**config.mk**
```make
export PLATFORM = sky130hd
export DESIGN_NAME = ks_multiplier
export DESIGN_NICKNAME = d
export VERILOG_FILES = /design/src/mult_pkg.sv /design/src/mult_if.sv /design/src/ks_multiplier.sv /design/src/product_reducer.sv /design/src/pp_pair_adder.sv /design/src/pp_generator.sv /design/src/prefix_adder.sv
export SDC_FILE = /design/constraint.sdc
export NUM_CORES = 1
export LEC_CHECK = 0
export BUFFER_PORTS_ARGS = -buffer_cell sky130_fd_sc_hd__buf_2
export CORE_MARGIN = 4
export CORE_UTILIZATION = 24
export DETAILED_ROUTE_END_ITERATION = 10
export MAX_ROUTING_LAYER = met4
export PLACE_DENSITY = 0.47
export RECOVER_POWER = 25
export SYNTH_ARGS = -nofsm -noshare
export SYNTH_HDL_FRONTEND = slang
export SYNTH_SLANG_ARGS = --single-unit
```
**constraint.sdc**
```tcl
create_clock -name clk -period 7.2 [get_ports clk]
set_clock_uncertainty 0.05 [all_clocks]
set_input_delay 0.36 -clock clk [delete_from_list [all_inputs] [get_ports clk]]
set_output_delay 0.36 -clock clk [all_outputs]
set_load 0.01 [all_outputs]
```
**src/mult_pkg.sv**
```systemverilog
`default_nettype none

package mult_pkg;

  // operand and result widths
  localparam int OPERAND_W = 8;
  localparam int PRODUCT_W = 2 * OPERAND_W;

  // one row per multiplier bit
  localparam int PP_ROWS = OPERAND_W;

  // rows are summed two at a time
  localparam int PAIR_LANES = PP_ROWS / 2;

  // row + (row << 1) needs two extra bits
  localparam int PAIR_W = OPERAND_W + 2;

  typedef logic [OPERAND_W-1:0] operand_t;  // one factor
  typedef logic [OPERAND_W-1:0] pp_row_t;   // multiplicand gated by one bit
  typedef logic [PAIR_W-1:0]    pair_sum_t; // sum of two adjacent rows
  typedef logic [PRODUCT_W-1:0] product_t;  // full product

endpackage

`default_nettype wire
```
**src/mult_if.sv**
```systemverilog
`timescale 1ns/1ps
`default_nettype none

// stage 1 to stage 2, all partial-product rows of one operand pair
interface pp_bus;
  import mult_pkg::*;

  logic    valid;
  pp_row_t row [PP_ROWS]; // row k has weight 2**k

  modport src (
    output valid,
    output row
  );

  modport dst (
    input valid,
    input row
  );

endinterface

// stage 2 to stage 3, one pair sum per lane
interface pair_bus;
  import mult_pkg::*;

  logic [PAIR_LANES-1:0] valid;           // one per lane, all move together
  pair_sum_t             sum [PAIR_LANES]; // lane i has weight 4**i

  modport src (
    output valid,
    output sum
  );

  modport dst (
    input valid,
    input sum
  );

endinterface

`default_nettype wire

```
**src/ks_multiplier.sv**
```systemverilog
`timescale 1ns/1ps
`default_nettype none

module ks_multiplier (
  input  logic                           clk,
  input  logic                           arst_n,
  input  logic                           in_valid,
  input  logic [mult_pkg::OPERAND_W-1:0] a,
  input  logic [mult_pkg::OPERAND_W-1:0] b,
  output logic                           out_valid,
  output logic [mult_pkg::PRODUCT_W-1:0] product
);
  import mult_pkg::*;

  pp_bus   pp_if ();   // stage 1 out
  pair_bus pair_if (); // stage 2 out

  pp_generator u_pp_gen (
    .clk      (clk),
    .arst_n   (arst_n),
    .in_valid (in_valid),
    .a        (a),
    .b        (b),
    .pp       (pp_if.src)
  );

  // one adder per pair of rows
  for (genvar i = 0; i < PAIR_LANES; i++) begin : g_lane
    pp_pair_adder #(
      .LANE (i)
    ) u_pair (
      .clk    (clk),
      .arst_n (arst_n),
      .pp     (pp_if.dst),
      .pair   (pair_if.src)
    );
  end

  product_reducer u_reduce (
    .clk       (clk),
    .arst_n    (arst_n),
    .pair      (pair_if.dst),
    .product   (product),
    .out_valid (out_valid)
  );

endmodule

`default_nettype wire

```
**src/product_reducer.sv**
```systemverilog
`timescale 1ns/1ps
`default_nettype none

module product_reducer (
  input  logic               clk,
  input  logic               arst_n,
  pair_bus.dst               pair,
  output mult_pkg::product_t product,
  output logic               out_valid
);
  import mult_pkg::*;

  // pair sums 0+1 and 2+3, each at most 5 * 765
  logic [PAIR_W+1:0] lo_a;
  logic [PAIR_W+1:0] lo_b;
  logic [PAIR_W+1:0] lo_sum;
  logic [PAIR_W+1:0] hi_a;
  logic [PAIR_W+1:0] hi_b;
  logic [PAIR_W+1:0] hi_sum;
  product_t          fin_a;
  product_t          fin_b;
  product_t          fin_sum;

  assign lo_a = {2'b00, pair.sum[0]};
  assign lo_b = {pair.sum[1], 2'b00}; // lane 1 sits two rows up
  assign hi_a = {2'b00, pair.sum[2]};
  assign hi_b = {pair.sum[3], 2'b00};

  prefix_adder #(
    .WIDTH (PAIR_W + 2)
  ) u_add_lo (
    .a    (lo_a),
    .b    (lo_b),
    .sum  (lo_sum),
    .cout ()
  );

  prefix_adder #(
    .WIDTH (PAIR_W + 2)
  ) u_add_hi (
    .a    (hi_a),
    .b    (hi_b),
    .sum  (hi_sum),
    .cout ()
  );

  // upper half starts four rows up
  assign fin_a = {{(PRODUCT_W-PAIR_W-2){1'b0}}, lo_sum};
  assign fin_b = {hi_sum, 4'b0000};

  prefix_adder #(
    .WIDTH (PRODUCT_W)
  ) u_add_fin (
    .a    (fin_a),
    .b    (fin_b),
    .sum  (fin_sum),
    .cout ()
  );

  always_ff @(posedge clk or negedge arst_n) begin
    if (!arst_n) begin
      out_valid <= 1'b0;
    end else begin
      out_valid <= pair.valid[0]; // lanes are in lockstep
    end
  end

  always_ff @(posedge clk) begin
    if (pair.valid[0]) begin
      product <= fin_sum;
    end
  end

endmodule

`default_nettype wire

```
**src/pp_pair_adder.sv**
```systemverilog
`timescale 1ns/1ps
`default_nettype none

module pp_pair_adder #(
  parameter int LANE = 0
) (
  input logic  clk,
  input logic  arst_n,
  pp_bus.dst   pp,
  pair_bus.src pair
);
  import mult_pkg::*;

  logic [OPERAND_W:0] add_a;    // even row
  logic [OPERAND_W:0] add_b;    // odd row, one weight up
  logic [OPERAND_W:0] add_sum;
  logic               add_cout;
  pair_sum_t          sum_q;
  logic               valid_q;

  assign add_a = {1'b0, pp.row[2*LANE]};
  assign add_b = {pp.row[2*LANE+1], 1'b0};

  prefix_adder #(
    .WIDTH (OPERAND_W + 1)
  ) u_add (
    .a    (add_a),
    .b    (add_b),
    .sum  (add_sum),
    .cout (add_cout)
  );

  always_ff @(posedge clk or negedge arst_n) begin
    if (!arst_n) begin
      valid_q <= 1'b0;
    end else begin
      valid_q <= pp.valid;
    end
  end

  always_ff @(posedge clk) begin
    if (pp.valid) begin
      sum_q <= {add_cout, add_sum}; // carry is the top bit of the pair
    end
  end

  // each lane owns one entry of the bus
  assign pair.sum[LANE]   = sum_q;
  assign pair.valid[LANE] = valid_q;

endmodule

`default_nettype wire

```
**src/pp_generator.sv**
```systemverilog
`timescale 1ns/1ps
`default_nettype none

module pp_generator (
  input  logic               clk,
  input  logic               arst_n,
  input  logic               in_valid,
  input  mult_pkg::operand_t a,
  input  mult_pkg::operand_t b,
  pp_bus.src                 pp
);
  import mult_pkg::*;

  pp_row_t row_d [PP_ROWS];

  // and array
  always_comb begin
    for (int k = 0; k < PP_ROWS; k++) begin
      row_d[k] = a[k] ? b : '0; // b gated by bit k of a
    end
  end

  always_ff @(posedge clk or negedge arst_n) begin
    if (!arst_n) begin
      pp.valid <= 1'b0;
    end else begin
      pp.valid <= in_valid;
    end
  end

  always_ff @(posedge clk) begin
    if (in_valid) begin
      for (int k = 0; k < PP_ROWS; k++) begin
        pp.row[k] <= row_d[k];
      end
    end
  end

endmodule

`default_nettype wire

```
**src/prefix_adder.sv**
```systemverilog
`timescale 1ns/1ps
`default_nettype none

module prefix_adder #(
  parameter int WIDTH = 8
) (
  input  logic [WIDTH-1:0] a,
  input  logic [WIDTH-1:0] b,
  output logic [WIDTH-1:0] sum,
  output logic             cout
);

  // level 0 holds the per-bit terms, the last level the full prefixes
  logic [WIDTH-1:0] g_lvl [0:$clog2(WIDTH)];
  logic [WIDTH-1:0] p_lvl [0:$clog2(WIDTH)];
  logic [WIDTH-1:0] carry;

  assign g_lvl[0] = a & b;
  assign p_lvl[0] = a ^ b;

  for (genvar lvl = 0; lvl < $clog2(WIDTH); lvl++) begin : g_level
    for (genvar i = 0; i < WIDTH; i++) begin : g_bit
      if (i >= (2 << lvl)) begin : g_black
        // group still open at bit 0 side, keep both terms
        assign g_lvl[lvl+1][i] = g_lvl[lvl][i] |
                                 (p_lvl[lvl][i] & g_lvl[lvl][i-(1<<lvl)]);
        assign p_lvl[lvl+1][i] = p_lvl[lvl][i] & p_lvl[lvl][i-(1<<lvl)];
      end else if (i >= (1 << lvl)) begin : g_gray
        assign g_lvl[lvl+1][i] = g_lvl[lvl][i] |
                                 (p_lvl[lvl][i] & g_lvl[lvl][i-(1<<lvl)]);
        assign p_lvl[lvl+1][i] = 1'b0; // span reaches bit 0, no carry-in
      end else begin : g_buf
        assign g_lvl[lvl+1][i] = g_lvl[lvl][i]; // prefix already complete
        assign p_lvl[lvl+1][i] = p_lvl[lvl][i];
      end
    end
  end

  // carry into bit i is the prefix generate of bits i-1 down to 0
  assign carry = {g_lvl[$clog2(WIDTH)][WIDTH-2:0], 1'b0};
  assign sum   = p_lvl[0] ^ carry;
  assign cout  = g_lvl[$clog2(WIDTH)][WIDTH-1];

endmodule

`default_nettype wire

```
Word level (Yosys, flattened, before mapping)
Index checks and enable logic that the tools add are counted.
{"block": "word_totals", "ff_bits": 123, "input_bits": 19, "out_inout_bits": 17, "wordCells": 532}
{"block": "op_classes", "n_bitwise": 516}
{"op": "$and 1x1->1", "n": 308}
{"op": "$or 1x1->1", "n": 187}
{"op": "$and 8x9->9", "n": 4}
{"op": "$xor 8x9->9", "n": 4}
{"op": "$xor 9x9->9", "n": 4}
{"op": "$xor 10x12->12", "n": 2}
{"op": "$xor 12x12->12", "n": 2}
{"op": "$and 10x11->11", "n": 2}
{"op": "$xor 12x16->16", "n": 1}
{"op": "$xor 16x16->16", "n": 1}
{"op": "$and 12x15->15", "n": 1}

Longest topological paths before layout
Gate-level depths: netlist of run 1.
{"block": "logic_depth", "depth_word": 18, "depth_mapped": 14, "ltp_nobuf": 14}

Worst setup path after synthesis of run 1
Ideal clock, no wire load.
{"block": "synth_timing", "kind": "register to register", "start": "reg g_lane[1].u_pair.sum_q[0]", "end": "reg u_reduce.product[15] (data pin)", "setup_ps": 260, "t_arrival_ps": 2851, "t_required_ps": 6890, "slack_ps": 4039, "stages_incl_launch_ff": 14, "path_buffers": 0, "synth_period_minus_slack_ps": 3161, "path_cell_list": "edfxtp_1 -> ha_1 -> fa_1 -> a21o_1 -> a21oi_1 -> o21bai_1 -> a21oi_1 -> xnor2_1 -> ha_1 -> o21a_1 -> a211oi_1 -> o21bai_1 -> o2111ai_1 -> xnor2_1"}
{"block": "synth_between", "elab_chain_cells": 17, "word_cells_on_any_way": 78, "cone_classes": "bitwise: 78"}
{"element": "start, declared", "line": "pp_pair_adder.sv:18", "rtl": "pair_sum_t sum_q;"}
{"element": "start signal, assigned", "line": "pp_pair_adder.sv:43", "rtl": "sum_q <= {add_cout, add_sum};"}
{"element": "$and 10x11->11 or $xor 10x12->12 (tied branches)", "line": "prefix_adder.sv:18, prefix_adder.sv:19"}
{"element": "$and 1x1->1", "line": "prefix_adder.sv:26", "rtl": "(p_lvl[lvl][i] & g_lvl[lvl][i-(1<<lvl)]);"}
{"element": "$or 1x1->1", "line": "prefix_adder.sv:25", "rtl": "assign g_lvl[lvl+1][i] = g_lvl[lvl][i] |"}
{"element": "$and 1x1->1", "line": "prefix_adder.sv:26"}
{"element": "$or 1x1->1", "line": "prefix_adder.sv:25"}
{"element": "$and 1x1->1", "line": "prefix_adder.sv:26"}
{"element": "$or 1x1->1", "line": "prefix_adder.sv:25"}
{"element": "$or 1x1->1", "line": "prefix_adder.sv:29", "rtl": "assign g_lvl[lvl+1][i] = g_lvl[lvl][i] |"}
{"element": "(+2 left out)"}
{"element": "$and 1x1->1 (on tied branches)", "line": "prefix_adder.sv:26, prefix_adder.sv:27"}
{"element": "$or 1x1->1 or $and 1x1->1 (tied branches)", "line": "prefix_adder.sv:25, prefix_adder.sv:26"}
{"element": "$or 1x1->1", "line": "prefix_adder.sv:25"}
{"element": "$and 1x1->1", "line": "prefix_adder.sv:26"}
{"element": "$or 1x1->1", "line": "prefix_adder.sv:25"}
{"element": "$or 1x1->1 *", "line": "prefix_adder.sv:29"}
{"element": "$xor 16x16->16 *", "line": "prefix_adder.sv:41", "rtl": "assign sum = p_lvl[0] ^ carry;"}
{"element": "via u_reduce.fin_sum[15]", "line": "product_reducer.sv:22", "rtl": "product_t fin_sum;"}
{"element": "end signal, assigned", "line": "product_reducer.sv:70", "rtl": "product <= fin_sum;"}
{"element": "end, declared", "line": "product_reducer.sv:8", "rtl": "output mult_pkg::product_t product,"}
Mark *: on every way through the listed nets, which the timed path passes. The rest lies on a longest branch.
A chain may end at the register's enable or synchronous reset.

Final worst setup path of run 1
Ends and elaborated chain as after synthesis.

==> results of run 1 <==
worst max-delay path by stage:
| stage | start | endpoint | slack (ns) | depth (start not counted) |
|---|---|---|---|---|
| final | g_lane[1].u_pair.sum_q[0] | u_reduce.product[15] | 3.78 | 13 |
| after global routing | g_lane[1].u_pair.sum_q[0] | u_reduce.product[15] | 3.55 | 13 |
| after global placement | g_lane[1].u_pair.sum_q[0] | u_reduce.product[15] | 3.80 | 13 |
| after CTS | g_lane[1].u_pair.sum_q[0] | u_reduce.product[15] | 3.74 | 13 |
| after detailed placement | g_lane[1].u_pair.sum_q[0] | u_reduce.product[15] | 3.75 | 13 |
| after floorplan | g_lane[1].u_pair.sum_q[0] | u_reduce.product[15] | 4.04 | 13 |
metrics by stage:
step	utilization [%]	worst slack (ns)	hold WS (ns)
CTS	29.3	3.74	0.208
detailed placement	26.9	3.75	0.111
global route	29.2	3.55	0.253
floorplan	-	4.04	0.0144
finish	29.2	3.78	0.238
global placement	26.9	3.80	0.106
layout make-up:
| class | instances | area, µm² | share of cell area, % |
|---|---|---|---|
| Inverter | 35 | 131 | 1.77 |
| Sequential cell | 123 | 3680 | 49.7 |
| Clock inverter | 12 | 150 | 2.03 |
| Multi-Input combinational cell | 307 | 2410 | 32.5 |
| Clock buffer | 19 | 433 | 5.85 |
| Tap cell | 330 | 413 | 5.58 |
| Timing Repair Buffer | 38 | 189 | 2.55 |
placed cells by master (no fill, tap or decap), types with 7 or more instances in the layout:
cell type / count
edfxtp_1: 120
ha_1: 52
inv_1: 35
and2_1: 34
and2_0: 31
xnor2_1: 28
buf_2: 26
a21oi_1: 24
nor2_1: 20
o21ai_1: 17
clkbuf_16: 17
nand2_1: 15
clkbuf_1: 11
a21o_1: 10
xor2_1: 8
a21boi_1: 8
fa_1: 7
cells by family after synthesis:
logic type | count (synthesis) | share of synthesized area (%)
flip-flops | 123 | 59.1
adder cells (fa/ha/maj) | 59 | 12.7
AND/OR/NAND/NOR | 120 | 10.9
AO/OA/AOI/OAI | 90 | 9.58
XOR/XNOR | 38 | 5.59
buffers and inverters | 35 | 2.11
routing by layer:
metal,GRT usage (%),wire length [µm],up-vias
met4,4.31,242,0
met2,13.0,5080,44
met5,-,0,-
li1,-,-,1778
met3,1.70,234,15
met1,11.3,5760,1613
flip-flops by register name, summed over array words and instances, names as in the netlist:
register               flops
u_pp_gen.pp.row           64
u_reduce.out_valid         1
u_reduce.product          16
g_lane.u_pair.valid_q      1
g_lane.u_pair.sum_q       40
u_pp_gen.pp.valid          1
worst reg2reg max path, cell delays in order, from the launching register on:
cell       delay, ns
edfxtp_1        0.37
ha_1            0.25
fa_1            0.47
a21o_1          0.20
a21oi_1         0.22
o21bai_1        0.09
a21oi_1         0.22
xnor2_1         0.09
ha_1            0.35
o21a_1          0.23
a211oi_1        0.30
o21bai_1        0.14
o2111ai_1       0.11
xnor2_1         0.09
power groups by stage:
stage	clock network (mW)	registers [mW]	logic, mW
6_report	0.845	0.987	0.816
5_1_grt	0.894	1.00	0.931
4_1_cts	0.863	0.990	0.833
3_5_place_dp	0	1.00	0.827
3_3_place_gp	0	1.00	0.811
2_1_floorplan	0	1.02	0.602
timing repair:
item,4_1_cts,5_1_grt
hold buffers,1,0
setup endpoints to repair,0,0
hold endpoints to repair,3,0
==> reports/results.tsv, run 1 <==
stage	metric	value	unit
critical_path	r2r_start	g_lane[1].u_pair.sum_q[0]	
cells_and_area	drive_gt1_share	12.4	%
logic_synthesis	ys_ff_latch	123	
sta	setup_tns	0	ns
global_routing	grt_pass1_wl	18700	µm
global_routing	grt_max_degree	66	
cells_and_area	layout.cells.non_filler	864	
flow_run	max_cap_viol_count	0	
logic_synthesis	synth_top_cell_by_area	edfxtp_1	
power	peakVddDrop	0.000132	V
logic_synthesis	async_flop_share	2.44	%
floorplanning	die_height	169	µm
global_routing	grtUsageTotal	8.71	%
critical_path	end_kind	register	
logic_synthesis	synth_warnings	0	
logic_synthesis	ys_top_cells_by_area	edfxtp_1, ha_1, and2_1	
logic_synthesis	avgSynthCellArea	13.4	µm²
cells_and_area	antenna_cells	0	
logic_synthesis	ys_top_cells_by_count	edfxtp_1, and2_1, ha_1	
critical_path	critical_path_buf_inv_count	0	
sta	tightest_slew	0.813	ns
sta	period_minus_slack	3.42	ns
sta	max_slew_margin	45.8	%
logic_synthesis	syn_area	6220	µm²
place	place_area	6820	µm²
critical_path	required	7.32	ns
clock_network	clockBufferDepth	2	
outcome	status	complete, no violations	
sta	fmax	0.293	GHz
power	pwr-share-comb	30.8	%
cells_and_area	syn2layout_area_growth	19.1	%
min_path	hold_class	in2async	
critical_path	cp_top_family	compound AO/OA/AOI/OAI gates	
clock_network	htree_levels	4	
critical_path	path_class	reg2reg	
power	internal_power	1.86	mW
sta	finalHoldViolations	0	
routing	firstDrtPassIters	4	
clock_network	cts_tree	yes	
logic_synthesis	synth-edff-count	120	
critical_path	start_kind	register	
floorplanning	start_util	24.6	%
floorplanning	rows	58	
floorplanning	io-pin-count	36	
critical_path	r2r_cells	13	
floorplanning	fp.dieW	169	µm
clock_network	clkTransAtPathRegs	0.06	ns
power	power.switching	0.792	mW
routing	drt_wl_total	11300	µm
global_routing	grt_pass1_vias	3659	
place	port_buffers	35	
place	dpl.cell_count	832	
critical_path	worst_ep_arrival_time	3.53	ns
routing	vias	3450	
clock_network	clock-sinks	123	
clock_network	cts_root_buf	clkbuf_16	
cells_and_area	final_area	7400	µm²
place	gp_congestion	0.713	
logic_synthesis	synth_top_area_share	57.9	%
power	p_per_area	358	nW/µm²
clock_network	cts_resized	0	
critical_path	critPathSlowestCell	fa_1	
logic_synthesis	ys_seq_area_share	59.1	%
floorplanning	die-area	28600	µm²
logic_synthesis	syn_nets	543	
global_routing	gr-total-overflow	0	
sta	slew_viol_final	0	
place	dp_hpwl	8440	µm
routing	drtIter0Drc	135	
power	p_leak	2.82	nW
sta	finalCritPeriodShare	47.4	%
cells_and_area	fin_nets	600	
power	clkPwrFrac	31.9	%
sta	rsz0062_at_grt	no	
routing	wl_per_cell	13.1	µm
global_routing	antenna_found_initial	0	
critical_path	cpPeakStageDelay	0.47	ns
routing	antenna_left	0	
routing	vias_per_cell	3.99	
critical_path	reg2reg_slack	3.78	ns
routing	drc	0	
critical_path	worstPathMaxFanout	4	
clock_network	postCtsSetupBuffers	0	
clock_network	clkLatencyLatePin	0.41	ns
clock_network	cts_inserted_buffers	17	
logic_synthesis	synthFlopType	edfxtp_1	
floorplanning	core	25300	µm²
power	p_total	2.65	mW
sta	setup_violations	0	
power	sw_frac_of_total	29.9	%
logic_synthesis	ys_types	43	
logic_synthesis	synth_most_common_cell	edfxtp_1	
critical_path	crit_chain	ha_1 > fa_1 > a21o_1 > a21oi_1 > o21bai_1 > a21oi_1 > xnor2_1 > ha_1 > o21a_1 > a211oi_1 > o21bai_1 > o2111ai_1 > xnor2_1	
critical_path	reg2reg_to	u_reduce.product[15]	
logic_synthesis	postSynthCellCount	465	
power	p_seq_share	37.3	%
cells_and_area	fill_cells	2543	
Note: power is estimated with default switching activity, not from simulation.
==> run 2: changes to the inputs <==
- ABC_AREA: not set -> 1
- PLACE_DENSITY: 0.47 -> 0.49
- clock period: 7.2 -> 2.83 ns (I/O delays scaled with it)
==> run 2 against run 1 <==
  * Clock power rose to 2.5 times the previous value
  * Die area rose by 7.3%
  * Critical path depth rose by 7
  * Clock-buffer cell count rose by 1
  * Sequential power rose to 2.6 times the previous value
  * Via count rose by 23%
  * Register-to-register slack got worse by 3.8 ns
  * Sequential share of layout area fell by 4.9 points
  * Global-route usage rose by 0.45 points
  * Non-clock buffer count rose by 30
  * Core utilization rose by 0.98 points
  * Critical path type unchanged
  * Critical endpoint unchanged
==> reports/results.tsv, run 2 <==
stage	metric	value	unit	change
outcome	status	complete, no violations		unchanged
clock_network	cts_root_buf	clkbuf_16		unchanged
cells_and_area	antenna_cells	0		unchanged
logic_synthesis	async_flop_share	2.44	%	unchanged
logic_synthesis	synth_xor_area_share	5.76	%	was 5.59%
min_path	hold_class	in2reg		was in2async
global_routing	grt_pass1_wl	21400	µm	was 18700 µm
cells_and_area	syn2layout_area_growth	22.7	%	was 19.1%
logic_synthesis	ys_top_cells_by_count	nand2_1, inv_1, edfxtp_1		was edfxtp_1, and2_1, ha_1
clock_network	clock-sinks	123		unchanged
critical_path	critical_path_buf_inv_count	1		was 0
logic_synthesis	ys_ff_latch	123		unchanged
sta	period_minus_slack	2.82	ns	was 3.42 ns
logic_synthesis	synth_warnings	0		unchanged
sta	setup_tns	0	ns	unchanged
sta	tightest_slew	0.788	ns	was 0.813 ns
floorplanning	die_height	175	µm	was 169 µm
logic_synthesis	synth_compound_area_share	5.85	%	was 9.58%
critical_path	worst_ep_arrival_time	2.93	ns	was 3.53 ns
logic_synthesis	synth_adder_area_share	11.8	%	was 12.7%
power	p_total	7.80	mW	was 2.65 mW
global_routing	antenna_found_initial	0		unchanged
logic_synthesis	synth_top_family_by_area	simple AND/OR/NAND/NOR gates		was adder cells
critical_path	crit_path_frequent_cell	nand2_1		
logic_synthesis	syn_nets	726		was 543
place	pre_cts_slack	-0.107	ns	was 3.75 ns
cells_and_area	fill_cells	2862		was 2543
logic_synthesis	synth_top_area_share	53.8	%	was 57.9%
routing	drc	0		unchanged
cells_and_area	fin_nets	797		was 600
sta	finalCritPeriodShare	99.7	%	was 47.4%
critical_path	start_kind	register		unchanged
critical_path	worstPathMaxFanout	4		unchanged
floorplanning	rows	60		was 58
clock_network	clkTransAtPathRegs	0.06	ns	about the same
cells_and_area	seqCellArea	3680	µm²	unchanged
logic_synthesis	muxShareOfSynthArea	0	%	unchanged
floorplanning	core	27200	µm²	was 25300 µm²
sta	setup_ws	0.00849	ns	was 3.78 ns
global_routing	gr-total-overflow	0		unchanged
logic_synthesis	synth-simple-area-share	12.8	%	was 10.9%
power	peakVddDrop	0.000445	V	was 0.000132 V
clock_network	cts_inserted_buffers	17		unchanged
critical_path	cp_top_family	simple AND/OR/NAND/NOR gates		was compound AO/OA/AOI/OAI gates
routing	vias_per_cell	3.85		was 3.99
logic_synthesis	synth_most_common_cell	nand2_1		was edfxtp_1
critical_path	end_kind	register		unchanged
logic_synthesis	synth_top_cell_by_area	edfxtp_1		unchanged
global_routing	grtUsageTotal	9.16	%	was 8.71%
flow_run	max_cap_viol_count	0		unchanged
power	p_per_area	950	nW/µm²	was 358 nW/µm²
cells_and_area	final_cell_mix	nand2_1, inv_1, edfxtp_1		was edfxtp_1, ha_1, inv_1
floorplanning	start_util	24.6	%	about the same
place	dp_hpwl	9700	µm	was 8440 µm
logic_synthesis	postSynthCellCount	648		was 465
sta	finalHoldViolations	0		unchanged
clock_network	htree_levels	4		unchanged
logic_synthesis	ys_seq_area_share	54.9	%	was 59.1%
global_routing	grt_max_degree	38		was 66
routing	vias	4245		was 3450
routing	drtIter0Drc	176		was 135
power	p_leak	3.84	nW	was 2.82 nW
sta	fmax	0.354	GHz	was 0.293 GHz
cells_and_area	final_common_cell	nand2_1		was edfxtp_1
routing	wl_per_cell	11.6	µm	was 13.1 µm
sta	setup_violations	0		unchanged
critical_path	required	2.94	ns	was 7.32 ns
logic_synthesis	syn_area	6700	µm²	was 6220 µm²
logic_synthesis	ys_top_cells_by_area	edfxtp_1, ha_1, nand2_1		was edfxtp_1, ha_1, and2_1
place	port_buffers	35		unchanged
floorplanning	die-area	30600	µm²	was 28600 µm²
critical_path	cpPeakStageDelay	0.42	ns	was 0.47 ns
floorplanning	fp.dieW	175	µm	was 169 µm
logic_synthesis	ys_types	30		was 43
cells_and_area	largestRegisters	u_pp_gen.pp.row x64, g_lane.u_pair.sum_q x40, u_reduce.product x16		unchanged
sta	rsz0062_at_grt	yes		was no
critical_path	path_class	reg2reg		unchanged
place	gp_congestion	0.793		was 0.713
cells_and_area	multi_input_area	2510	µm²	was 2410 µm²
sta	max_slew_margin	47.4	%	was 45.8%
global_routing	grt_pass1_vias	4183		was 3659
routing	drt_wl_total	12800	µm	was 11300 µm
clock_network	clockBufferDepth	2		unchanged
cells_and_area	drive_gt1_share	16.6	%	was 12.4%
critical_path	critPathSlowestCell	edfxtp_1		was fa_1
clock_network	cts_tree	yes		unchanged
cells_and_area	largest_reg_flops	64		unchanged
logic_synthesis	avgSynthCellArea	10.3	µm²	was 13.4 µm²
floorplanning	io-pin-count	36		unchanged
sta	slew_viol_final	0		unchanged
routing	antenna_left	0		unchanged
logic_synthesis	synth-edff-count	120		unchanged
logic_synthesis	synthFlopType	edfxtp_1		unchanged
routing	firstDrtPassIters	4		unchanged
cells_and_area	top_register	u_pp_gen.pp.row		unchanged
clock_network	clkLatencyLatePin	0.41	ns	about the same
critical_path	crit_chain	ha_4 > fa_2 > nand3_2 > nand2_2 > nand2_1 > nand2_1 > a21oi_2 > xor2_1 > inv_1 > ha_4 > nand2_1 > nand2_1 > a21oi_1 > nand2_1 > nand2_1 > nand2_2 > nand2_2 > nor2_1 > nand3_1 > nand2_1		was ha_1 > fa_1 > a21o_1 > a21oi_1 > o21bai_1 > a21oi_1 > xnor2_1 > ha_1 > o21a_1 > a211oi_1 > o21bai_1 > o2111ai_1 > xnor2_1
==> run 2: changes by cell type after synthesis, sizes merged, moves of 9 or more <==
cell and change:
inv +106, xor2 +24, a21boi -9, and2 -65
nand2 +137, a21o -9, clkbuf +16, nand3 +18
nand4 +9, o21ai -12, xnor2 -18, a21oi +16
==> run 2: final timing paths <==
kind	to	cells after the start	slack (ns)	start
setup / recovery	u_reduce.product[15]	20	0.008	g_lane[0].u_pair.sum_q[2]
min in group asynchronous	u_pp_gen.pp.valid	2	0.09	arst_n
setup reg to reg	u_reduce.product[15]	20	0.008	g_lane[0].u_pair.sum_q[2]
hold / removal	u_pp_gen.pp.row[18]	3	0.06	a[5]
hold reg to reg	g_lane[3].u_pair.sum_q[0]	0	0.37	u_pp_gen.pp.row[8]
max in group asynchronous	u_reduce.out_valid	2	2.39	arst_n
==> run 2: power breakdown <==
| part | internal (mW) | switching (mW) |
|---|---|---|
| clock network | 1.38 | 0.777 |
| registers | 2.44 | 0.104 |
| logic | 1.47 | 1.63 |
| total | 5.29 | 2.51 |
==> run 2: cells by family (layout without fill, tap and decap cells) <==
group,Yosys count,in the layout
compound gates,67,67
xor+xnor,44,44
fa+ha+maj,59,59
buf+inv,157,240
flops,123,123
simple gates,198,198
==> run 2: repair_timing <==
action                                  in CTS  in global routing
hold endpoints to repair                     3                  0
buffers inserted                             1                  1
gates resized for setup                      7                 11
endpoints found under the setup margin       6                  8
cloned                                       0                  0
pin swaps                                    9                  8
hold buffers                                 1                  0
==> run 2: area by class of cell <==
| class | instances | share of cell area (%) |
|---|---|---|
| multi-input combinational | 368 | 30.6 |
| inverter | 141 | 6.44 |
| sequential | 123 | 44.8 |
| timing repair buffer | 68 | 5.39 |
| clock buffer | 20 | 5.32 |
| tap | 372 | 5.67 |
| clock inverter | 11 | 1.78 |
==> run 2: per-layer routing <==
| metal | part of all wire, % | up-vias | GRT usage [%] |
|---|---|---|---|
| met5 | 0 | - | - |
| met4 | 1.1 | 0 | 2.55 |
| met3 | 3.8 | 7 | 2.51 |
| met2 | 43 | 62 | 13.6 |
| met1 | 52 | 1928 | 12.4 |
| li1 | - | 2248 | - |
==> run 2: stage by stage <==
| stage | utilization (%) | instance area [µm²] | hold slack [ns] | std cells |
|---|---|---|---|---|
| 6_report | 30.2 | 8210 | 0.0645 | 1103 |
| 5_1_grt | 30.2 | 8210 | 0.0669 | 1103 |
| 4_1_cts | 30.1 | 8180 | 0.0312 | 1102 |
| 3_5_place_dp | 27.7 | 7540 | -0.0664 | 1069 |
| 3_3_place_gp | 27.7 | 7540 | -0.0669 | 1069 |
| 2_1_floorplan | - | 6710 | -0.204 | 648 |
==> run 2: worst reg2reg max path: stages (launching register included) <==
cell      delay [ns]
edfxtp_1        0.42
ha_4            0.19
fa_2            0.35
nand3_2         0.09
nand2_2         0.07
nand2_1         0.06
nand2_1         0.05
a21oi_2         0.12
xor2_1          0.15
inv_1           0.09
ha_4            0.23
nand2_1         0.06
nand2_1         0.06
a21oi_1         0.15
nand2_1         0.08
nand2_1         0.08
nand2_2         0.07
nand2_2         0.07
nor2_1          0.04
nand3_1         0.06
nand2_1         0.05
==> run 3: changes to the inputs <==
- GPL_TIMING_DRIVEN: not set -> 0
==> run 3 against run 2 <==
  * The run now ends with negative setup slack left
  * Sequential share of layout area grew 0.86 points
  * Die area stayed put
  * Via count is 2.4% lower
  * Core utilization fell by 0.56 points
  * Global-route usage fell by 0.26 points
  * Clock-buffer cell count decreased by 2
  * First-iteration DRC count increased by 0.57%
  * Combinational power is essentially flat
==> reports/results.tsv, run 3 (synthesis gave the netlist of run 2 again) <==
stage	metric	value	unit	change
global_routing	grt_pass1_vias	4097		was 4183
sta	setup_violations	2		was 0
global_routing	grtUsageTotal	8.90	%	was 9.16%
clock_network	clkTransAtPathRegs	0.06	ns	about the same
critical_path	worstPathMaxFanout	3		was 4
routing	firstDrtPassIters	4		unchanged
power	p_per_area	957	nW/µm²	was 950 nW/µm²
power	p_seq_share	33.0	%	was 32.7%
sta	finalHoldViolations	0		unchanged
cells_and_area	syn2layout_area_growth	20.4	%	was 22.7%
cells_and_area	final_common_cell	inv_1		was nand2_1
cells_and_area	final_cell_mix	inv_1, nand2_1, edfxtp_1		was nand2_1, inv_1, edfxtp_1
cells_and_area	layout.cells.non_filler	1082		was 1103
floorplanning	fp.dieW	175	µm	unchanged
power	internal_power	5.07	mW	was 5.29 mW
critical_path	end_kind	register		unchanged
cells_and_area	largest_reg_flops	64		unchanged
place	gp_congestion	0.746		was 0.793
clock_network	clockBufferDepth	2		unchanged
cells_and_area	drive_gt1_share	14.8	%	was 16.6%
min_path	hold_class	in2async		was in2reg
cells_and_area	final_area	8060	µm²	was 8210 µm²
power	sw_frac_of_total	34.2	%	was 32.2%
sta	rsz0062_at_grt	yes		unchanged
clock_network	htree_levels	4		unchanged
sta	period_minus_slack	2.86	ns	was 2.82 ns
clock_network	cts_root_buf	clkbuf_16		unchanged
clock_network	cts_inserted_buffers	17		unchanged
power	peakVddDrop	0.000489	V	was 0.000445 V
place	dp_hpwl	9240	µm	was 9700 µm
cells_and_area	fin_nets	776		was 797
floorplanning	rows	60		unchanged
sta	slew_viol_final	0		unchanged
place	port_buffers	19		was 35
sta	fmax	0.350	GHz	was 0.354 GHz
power	power.switching	2.64	mW	was 2.51 mW
cells_and_area	largestRegisters	u_pp_gen.pp.row x64, g_lane.u_pair.sum_q x40, u_reduce.product x16		unchanged
routing	drtIter0Drc	177		was 176
cells_and_area	antenna_cells	0		unchanged
power	p_total	7.72	mW	was 7.80 mW
sta	max_slew_margin	43.8	%	was 47.4%
global_routing	grt_pass1_wl	20800	µm	was 21400 µm
routing	vias_per_cell	3.83		was 3.85
cells_and_area	top_register	u_pp_gen.pp.row		unchanged
outcome	failed_checks	negative setup slack		
critical_path	start_kind	register		unchanged
floorplanning	start_util	24.6	%	unchanged
flow_run	max_cap_viol_count	0		unchanged
clock_network	cts_tree	yes		unchanged
power	p_leak	3.70	nW	was 3.84 nW
routing	wl_per_cell	11.6	µm	about the same
sta	finalCritPeriodShare	101	%	was 99.7%
floorplanning	core	27200	µm²	unchanged
global_routing	antenna_found_initial	0		unchanged
routing	vias	4143		was 4245
clock_network	clkLatencyLatePin	0.41	ns	about the same
clock_network	clock-sinks	123		unchanged
routing	drc	0		unchanged
sta	setup_ws	-0.0275	ns	was 0.00849 ns
floorplanning	die_height	175	µm	unchanged
floorplanning	io-pin-count	36		unchanged
critical_path	worst_ep_arrival_time	2.97	ns	was 2.93 ns
place	place_area	7270	µm²	was 7540 µm²
critical_path	r2r_cells	18		was 20
place	dpl.cell_count	1039		was 1069
outcome	status	finished with violations		was complete, no violations
power	pwr-share-comb	40.4	%	was 39.7%
sta	tightest_slew	0.843	ns	was 0.788 ns
routing	drt_wl_total	12600	µm	was 12800 µm
critical_path	required	2.94	ns	about the same
global_routing	gr-total-overflow	0		unchanged
routing	antenna_left	0		unchanged
power	clkPwrFrac	26.5	%	was 27.6%
critical_path	path_class	reg2reg		unchanged
floorplanning	die-area	30600	µm²	unchanged
global_routing	grt_max_degree	66		was 38
-- run 3: cell types whose count changed in the layout (fill, tap and decap cells not counted), sizes merged --
cell	previous run	this run
buf	58	29
bufinv	3	2
clkbuf	29	35
clkinv	4	7
clkinvlp	3	2
inv	142	143
-- run 3: routing by layer --
layer,global-route usage [%],vias to the layer above,share of wire [%],wire [µm]
li1,-,2202,-,-
met5,-,-,0,0
met1,12.1,1886,52,6540
met2,12.7,45,44,5540
met3,2.51,10,2.9,370
met4,3.04,0,1.0,127
-- run 3: final cells by class --
cell class | count | area [µm²]
plain buffers | 16 | 60.1
well taps | 372 | 465
inverters | 141 | 532
repair buffers | 31 | 189
clock inverters | 13 | 126
fillers | 2853 | 19100
clock buffers | 18 | 429
multi-input cells | 368 | 2580
flip-flops and latches | 123 | 3680
-- run 3: metrics by stage --
step           util (%)  setup slack [ns]  setup TNS [ns]  hold WS [ns]
2_1_floorplan         -           0.00658               0        -0.204
3_3_place_gp       26.8            -0.317           -1.16       -0.0847
3_5_place_dp       26.8            -0.287          -0.976       -0.0855
4_1_cts            29.1           -0.0633          -0.187        0.0345
5_1_grt            29.7            -0.264           -1.08        0.0933
6_report           29.7           -0.0275         -0.0464        0.0839
-- run 3: critical path, stage by stage, from the launching register on --
cell and delay, ns:
edfxtp_1 0.41, ha_4 0.19, fa_2 0.34, nand3_2 0.08
nand2_2 0.06, nand4_1 0.07, o211ai_1 0.10, xor2_1 0.24
ha_1 0.32, nand2_2 0.09, inv_1 0.06, a21oi_2 0.15
nand2_2 0.08, nand2_2 0.08, nand2_4 0.06, nand2_4 0.06
nor2_1 0.04, nand3_1 0.06, nand2_1 0.05
-- run 3: path summary, 6_finish.rpt --
kind | start | end | slack [ns]
max | g_lane[0].u_pair.sum_q[2] | u_reduce.product[15] | -0.03
min | arst_n | g_lane[0].u_pair.valid_q | 0.08
max reg2reg | g_lane[0].u_pair.sum_q[2] | u_reduce.product[15] | -0.03
min reg2reg | g_lane[0].u_pair.sum_q[1] | u_reduce.product[1] | 0.37
max in group asynchronous | arst_n | u_pp_gen.pp.valid | 2.41
min in group clk | a[5] | u_pp_gen.pp.row[23] | 0.16
-- run 3: timing repair --
action                                  4_1_cts  5_1_grt
setup buffers                                 6        5
endpoints found under the setup margin        6        7
pin swaps                                     9        7
hold buffers                                  1        0
resized for setup                             7       28
hold endpoints to repair                      3        0
-- run 3: power groups by stage --
stage          Sequential (mW)  Combinational (mW)  Clock, mW
2_1_floorplan             2.62                1.82          0
3_3_place_gp              2.59                2.41          0
3_5_place_dp              2.59                2.42          0
4_1_cts                   2.56                2.58       2.11
5_1_grt                   2.58                3.53       2.21
6_report                  2.55                3.12       2.05
